===== src/verilog/line_mirror_pkg.sv =====
// Line mirror shared definitions
`default_nettype none

package line_mirror_pkg;

   // --------------------
   // Request word widths
   // --------------------

   // One cache line of payload
   localparam int DATA_W = 512;
   // Cache line address
   localparam int ADDR_W = 20;
   // Transaction id carried with each write
   localparam int TID_W = 16;
   // Multi-line length code
   localparam int LEN_W = 2;

   // --------------------
   // Line buffer geometry
   // --------------------

   // Two banks, one filling while the other drains
   localparam int NUM_BANKS = 2;
   // Words left in a bank when almost-full rises
   localparam int ALMFULL_MARGIN = 8;
   // 32-bit pixel pairs per data word
   localparam int PAIRS_PER_WORD = 16;

   // --------------------
   // YUV pixel pair
   // --------------------

   // Component byte slots in a pixel pair, top down
   localparam int PIX_Y1 = 3;
   localparam int PIX_V0 = 2;
   localparam int PIX_Y0 = 1;
   localparam int PIX_U0 = 0;

   // Same 32 bits seen as a raw word or as four 8-bit components
   typedef union packed {
      logic [31:0]      raw;
      logic [3:0][7:0]  comp;
   } pixel_pair_t;

endpackage : line_mirror_pkg

`default_nettype wire


===== src/verilog/line_bank_ctrl.sv =====
// Line bank control
`default_nettype none

module line_bank_ctrl #(
   parameter int  LINE_WORDS = 60,
   localparam int PTR_W = $clog2(line_mirror_pkg::NUM_BANKS * LINE_WORDS)
) (
   input  logic             Clk_400,
   input  logic             arst_n,
   input  logic             in_valid,
   input  logic             out_sent,
   output logic             push,
   output logic             pop,
   output logic [PTR_W-1:0] wr_ptr,
   output logic [PTR_W-1:0] rd_ptr,
   output logic [PTR_W-1:0] hdr_ptr,
   output logic             in_ready,
   output logic             in_almost_full
);

   import line_mirror_pkg::*;

   // --------------------
   // Pointer constants
   // --------------------

   localparam int TOT_WORDS = NUM_BANKS * LINE_WORDS;
   localparam int STOCK_W   = $clog2(NUM_BANKS + 1);

   // Bank boundaries
   localparam logic [PTR_W-1:0] LO_LAST  = PTR_W'(LINE_WORDS - 1);
   localparam logic [PTR_W-1:0] HI_FIRST = PTR_W'(LINE_WORDS);
   localparam logic [PTR_W-1:0] HI_LAST  = PTR_W'(TOT_WORDS - 1);
   // Almost-full trip points, one per bank
   localparam logic [PTR_W-1:0] ALM_LO   = PTR_W'(LINE_WORDS - ALMFULL_MARGIN);
   localparam logic [PTR_W-1:0] ALM_HI   = PTR_W'(TOT_WORDS - ALMFULL_MARGIN);

   logic               wr_last;
   logic               rd_last;
   logic               line_done;
   logic               line_read;
   logic               line_done_q;
   logic [STOCK_W-1:0] stock_q;
   logic               stock_empty;
   logic               full_q;
   logic               full_set;
   logic               almfull_set;

   // --------------------
   // Handshake decode
   // --------------------

   // Accept only while a bank is free to fill
   assign push = in_valid & ~full_q;
   // Read only a completed line
   assign pop  = out_sent & ~stock_empty;

   assign in_ready = ~full_q;

   // Last word of a bank on either side
   assign wr_last = (wr_ptr == LO_LAST) || (wr_ptr == HI_LAST);
   assign rd_last = (rd_ptr == '0) || (rd_ptr == HI_FIRST);

   assign line_done = push & wr_last;
   assign line_read = pop & rd_last;

   assign stock_empty = (stock_q == '0);

   // Second line closes while the first is still held
   assign full_set = (stock_q == STOCK_W'(1)) & line_done & ~line_read;

   // Writer deep into the second bank with one line held
   assign almfull_set = (stock_q == STOCK_W'(1)) && ((wr_ptr == ALM_LO) || (wr_ptr == ALM_HI));

   // --------------------
   // Word counters
   // --------------------

   // Write side runs upward through both banks and wraps
   always_ff @(posedge Clk_400 or negedge arst_n) begin
      if (!arst_n) begin
         wr_ptr <= '0;
      end else if (push) begin
         if (wr_ptr == HI_LAST) begin
            wr_ptr <= '0;
         end else begin
            wr_ptr <= wr_ptr + PTR_W'(1);
         end
      end
   end

   // Read side walks each bank top to bottom
   // From 0 it jumps to the top of the upper bank
   always_ff @(posedge Clk_400 or negedge arst_n) begin
      if (!arst_n) begin
         rd_ptr <= LO_LAST;
      end else if (pop) begin
         if (rd_ptr == '0) begin
            rd_ptr <= HI_LAST;
         end else begin
            rd_ptr <= rd_ptr - PTR_W'(1);
         end
      end
   end

   // Header keeps forward order inside the bank being read
   always_comb begin
      if (rd_ptr < HI_FIRST) begin
         hdr_ptr = LO_LAST - rd_ptr;
      end else begin
         hdr_ptr = HI_FIRST + (HI_LAST - rd_ptr);
      end
   end

   // --------------------
   // Line stock
   // --------------------

   // Completion pulse one edge behind the last write
   always_ff @(posedge Clk_400 or negedge arst_n) begin
      if (!arst_n) begin
         line_done_q <= 1'b0;
      end else begin
         line_done_q <= line_done;
      end
   end

   // Count of completed lines not yet read out
   always_ff @(posedge Clk_400 or negedge arst_n) begin
      if (!arst_n) begin
         stock_q <= '0;
      end else if (line_done_q && !line_read) begin
         stock_q <= stock_q + STOCK_W'(1);
      end else if (!line_done_q && line_read) begin
         stock_q <= stock_q - STOCK_W'(1);
      end
   end

   // in_ready drops when both banks are committed
   always_ff @(posedge Clk_400 or negedge arst_n) begin
      if (!arst_n) begin
         full_q <= 1'b0;
      end else if (line_read) begin
         full_q <= 1'b0;
      end else if (full_set) begin
         full_q <= 1'b1;
      end
   end

   // Early warning for the source until a line drains
   always_ff @(posedge Clk_400 or negedge arst_n) begin
      if (!arst_n) begin
         in_almost_full <= 1'b0;
      end else if (line_read) begin
         in_almost_full <= 1'b0;
      end else if (almfull_set) begin
         in_almost_full <= 1'b1;
      end
   end

   // --------------------
   // Checks
   // --------------------

   // Never more lines held than banks
   a_stock_max : assert property (@(posedge Clk_400) disable iff (!arst_n)
      stock_q <= STOCK_W'(NUM_BANKS));

   // Nothing held means the reader waits at the top of a bank
   a_pop_stock : assert property (@(posedge Clk_400) disable iff (!arst_n)
      stock_empty |-> ((rd_ptr == LO_LAST) || (rd_ptr == HI_LAST)));

   // With a line held, writer and reader sit in different banks
   a_no_overwrite : assert property (@(posedge Clk_400) disable iff (!arst_n)
      (push && !stock_empty) |-> ((wr_ptr >= HI_FIRST) != (rd_ptr >= HI_FIRST)));

endmodule : line_bank_ctrl

`default_nettype wire


===== config.mk =====
export PLATFORM = sky130hd
export DESIGN_NAME = line_bank_ctrl
export DESIGN_NICKNAME = d
export VERILOG_FILES = /design/src/verilog/line_mirror_pkg.sv /design/src/verilog/line_bank_ctrl.sv
export SDC_FILE = /design/constraint.sdc
export NUM_CORES = 1
export LEC_CHECK = 0
export BUFFER_PORTS_ARGS = -buffer_cell sky130_fd_sc_hd__buf_2
export CAP_MARGIN = 20
export CORE_MARGIN = 3
export CORE_UTILIZATION = 53
export CTS_CLUSTER_SIZE = 20
export DETAILED_ROUTE_END_ITERATION = 6
export PLACE_DENSITY = 0.79
export SLEW_MARGIN = 10
export SYNTH_ARGS = -nofsm -noshare
export SYNTH_HDL_FRONTEND = slang
export SYNTH_SLANG_ARGS = --single-unit

===== constraint.sdc =====
create_clock -name Clk_400 -period 2.48 [get_ports Clk_400]
set_input_delay 0.62 -clock Clk_400 [delete_from_list [all_inputs] [get_ports Clk_400]]
set_output_delay 0.62 -clock Clk_400 [all_outputs]
set_load 0.01 [all_outputs]

Word level (Yosys, flattened, before mapping) --
Cells that the tools add are included. W data, S select, Z words.
Cells by class: add/subtract/negate cells 7, magnitude comparators 1, equality and inequality tests 6, muxes and demuxes 9, bitwise logic cells 9, reduce and logical (&&, ||, !) cells 13
Operator list (count):
- $eq A7 B6 Y1 const B | 3
- $mux W7 | 3
- $eq A7 B7 Y1 const B | 2
- $add A6 B7 Y7 const A | 1
- $add A7 B1 Y7 const B | 1
- $logic_not A7 Y1 | 1
- $lt A7 B6 Y1 const B | 1
- $sub A6 B7 Y7 const A | 1
- $sub A7 B1 Y7 const B | 1
- $sub A7 B7 Y7 const A | 1
- $and A1 B1 Y1 | 6
- $reduce_bool A2 Y1 | 3
- $mux W1 | 4
- $mux W2 | 2
- $logic_and A1 B1 Y1 | 3
- $logic_or A1 B1 Y1 | 3
- $not A1 Y1 | 3
- $add A2 B1 Y2 const B | 1
- $eq A2 B1 Y1 const B | 1
- $logic_not A1 Y1 | 2
- $logic_not A2 Y1 | 1
- $sub A2 B1 Y2 const B | 1
Storage, ports and cells: register bits after elaboration 19, input bits 4, output and inout port bits 25

Depth between registers and ports, before layout --
word-level depth 8, depth in mapped cells 10, mapped depth without buffers 9

Worst setup path before layout --
Ideal clock, no wire load.
kind register -> output, start point reg rd_ptr[3], end point out hdr_ptr[6], arrival 1.391 ns, data required time 1.860 ns, path slack 0.469 ns, stages on the path, launching flop included 6, path buffers 0, cells stage by stage dfstp_2 inv_1 ha_1 nor2_1 xnor2_1 o22ai_1
Between the ends: longest elaborated chain between the ends 3, elaborated cells on any way between the ends 5
RTL lines:
- start, declared | line line_bank_ctrl.sv:15 | output logic [PTR_W-1:0] rd_ptr,
- start signal, assigned | line line_bank_ctrl.sv:101 | rd_ptr <= rd_ptr - PTR_W'(1);
- $sub A7 B7 Y7 | line line_bank_ctrl.sv:111 | hdr_ptr = HI_FIRST + (HI_LAST - rd_ptr);
- $add A6 B7 Y7 | line line_bank_ctrl.sv:111
- $mux W7 * | line line_bank_ctrl.sv:108 | if (rd_ptr < HI_FIRST) begin
- end, declared | line line_bank_ctrl.sv:16 | output logic [PTR_W-1:0] hdr_ptr,
Mark *: on every way between the ends. The rest lies on a longest branch, timed or not.

Worst setup path after layout --
start point reg rd_ptr[2], end point out hdr_ptr[6]
The elaborated chain is that of the path after synthesis.

==> qor.yml <==
die-height_um: 54.4
irDropWorstVdd_mv: 0.314
worstPathRequired_ns: 1.86
crit_type: "reg -> out"
syn_inst: 136
worst_setup_path_start_kind: "flip-flop"
ios: 29
clockBufferDepth: 2
die_w_um: 54.4
postRouteAntennaNets: 0
gp_congestion: 0.832
hpwl_um: 1940
max-cap-violations: 0
critPathMaxFanout: 11
cts_tree: "done"
yosysWarnings: 0
cts_hold_buf: 0
regArea_sq_um: 483
wl_met1_um: 1190
htreeDepth: 1
drc_errors: 0
crit_path_end_kind: "primary output"
synth_area_sq_um: 1240
grt_pass1_vias: 993
synth_nets: 150
path_clk_slew_ns: 0.12
io_buffer_count: 28
die_area_sq_um: 2960
path_cells: "inv_1 -> ha_2 -> nor2_1 -> xnor2_1 -> o22ai_1 -> buf_2"
hold_viol_final: 0
switchingPower_uw: 135
cts_root_buf: "clkbuf_4"
grt-ovfl-total: 0
yosys-top-cells-area: "dfrtp_1 28%, dfstp_2 11%, ha_1 10%"
yosysTopAreaCell: "dfrtp_1"
worst_hold_slack_ns: 0.232
met2WireLength_um: 1250
grt_max_degree: 20
crit_path_top_delay_cell: "dfrtp_2"
core_area_sq_um: 2080
synthFlopType: "dfrtp_1"
syn_to_final_growth_pct: 15.0
grt_pass1_wl_um: 4340
period_minus_slack_ns: 2.31
nNetsFinal: 179
clkPwrFrac_pct: 31.4
maxSlewHeadroom_pct: 71.7
routed_via_density: 5.50
critPathArrivalTime_ns: 1.69
pwr-share-seq_pct: 61.6
drive_above_1_share_pct: 28.7
yosysSeqAreaShare_pct: 38.8
max_stage_delay_ns: 0.50
routedWlPerCell_um: 13.4
rsz0062_at_grt: "false"
drtIter0Drc: 27
drv_slew: 0
synth.cells.most_frequent: "16 x inv_1, 14 x dfrtp_1, 12 x nand2_1"
yosys_register_bits: 19
async_flop_share_pct: 100
start_util_pct: 59.6
clk_latency_ns: 0.30
firstDrtPassIters: 4
rr_endpoint: "stock_q[1]$_DFFE_PN0P_"
cts_sinks: 19
worstMarginPinSlew_ns: 0.424
cp_num_buf_inv: 2
synth_edf_count: 0
rrSetupSlack_ns: 0.45
combinationalPowerShare_pct: 7.0
switching_share_pct: 25.7
fmax_ghz: 0.434
synth_top_area_share_pct: 28.3
numCtsBuffers: 3
row_count: 16
hold_path.class: "in -> async"
crit_family: "flip-flops"
skew_ns: 0.00541
n_fill_cell: 171
track_usage_pct: 19.7
top_layer: "met3"
wl_met3_um: 114
ys_types: 40
setup_violations: 0
p_int_uw: 390
r2r_start: "rd_ptr[2]$_DFFE_PN0P_"
yosysMostFrequentCell: "inv_1"
antenna_found_initial: 0
status: "finished clean"
wirelength_um: 2560
avgSynthCellArea_sq_um: 9.12
power_density_nw_per_um2: 368
finalSetupTns_ns: 0
timing.final.crit_share_pct: 92.9
reg2regPathDepth: 8
num_vias: 1050
leakagePower_nw: 0.691
antenna_cells: 0
multiInputGateArea_sq_um: 674
==> timing repair <==
item	in CTS	in global routing
setup endpoints to repair	1	2
gates resized for setup	0	2
buffers inserted	1	0
==> metrics by stage <==
step	utilization, %	area (sq um)	setup slack [ns]	total power, mW	cells
after floorplan	-	1240	0.469	0.347	136
after global placement	66.6	1390	0.406	0.365	186
after detailed placement	66.6	1390	0.335	0.367	186
after CTS	68.3	1420	0.0353	0.529	191
after global routing	68.5	1430	0.0593	0.548	191
final	68.5	1430	0.175	0.525	191
==> metal layers <==
layer	track usage, %	vias to the layer above
li1	-	525
met1	28.0	501
met2	31.1	24
met3	2.72	0
met4	5.39	0
met5	0	-
==> worst reg2reg max path: cells and delay by family (launching register included) <==
kind	cells	cell delay, ns
adders and majority gates	2	0.57
DFF	1	0.50
AOI/OAI and AO/OA	2	0.39
and+or+nand+nor	2	0.29
buffers and inverters	2	0.20
==> state kept, by name, summed over array words and instances, names as in the netlist <==
signal / cells
full_q: 1
line_done_q: 1
rd_ptr: 7
in_almost_full: 1
wr_ptr: 7
stock_q: 2
==> final cells by class <==
class | count | share of cell area (%)
clock inverter | 1 | 0.351
timing repair buffer | 29 | 10.4
multi-input combinational | 96 | 47.3
tap | 27 | 2.37
sequential | 19 | 33.9
inverter | 16 | 4.21
clock buffer | 3 | 1.58
==> cells by family after synthesis <==
family                     synth area share, %
AOI/OAI and AO/OA                         16.4
and+or+nand+nor                           21.1
muxes                                    0.908
adders and majority gates                 10.1
buffers and inverters                     6.96
DFF                                       38.9
xor gates and xnor gates                  5.65
==> cell usage in the layout, fill, tap and decap left out, drive strengths merged, types with 5 or more instances in the layout <==
| cell | synthesis | layout |
|---|---|---|
| ha | 10 | 10 |
| o21ai | 11 | 11 |
| inv | 16 | 16 |
| buf | 4 | 29 |
| dfstp | 5 | 5 |
| a21oi | 7 | 7 |
| dfrtp | 14 | 14 |
| nor2 | 10 | 10 |
| nand2 | 12 | 12 |
==> how the worst max path moves through the flow <==
stage | from | endpoint | slack (ns) | depth (start not counted)
6_report | rd_ptr[2]$_DFFE_PN0P_ | hdr_ptr[6] | 0.17 | 6
5_1_grt | rd_ptr[2]$_DFFE_PN0P_ | hdr_ptr[6] | 0.06 | 6
4_1_cts | rd_ptr[2]$_DFFE_PN0P_ | hdr_ptr[6] | 0.04 | 6
3_5_place_dp | rd_ptr[3]$_DFFE_PN1P_ | hdr_ptr[6] | 0.34 | 6
3_3_place_gp | rd_ptr[3]$_DFFE_PN1P_ | hdr_ptr[6] | 0.41 | 6
2_1_floorplan | rd_ptr[3]$_DFFE_PN1P_ | hdr_ptr[6] | 0.47 | 5
==> power groups by stage <==
| stage | Clock (mW) | Combinational (mW) | Sequential (mW) |
|---|---|---|---|
| final | 0.165 | 0.0367 | 0.324 |
| after global routing | 0.180 | 0.0428 | 0.325 |
| after CTS | 0.167 | 0.0378 | 0.324 |
| after detailed placement | 0 | 0.0377 | 0.329 |
| after global placement | 0 | 0.0362 | 0.328 |
| after floorplan | 0 | 0.0187 | 0.328 |
No activity file was read; power rests on OpenSTA's default activity.
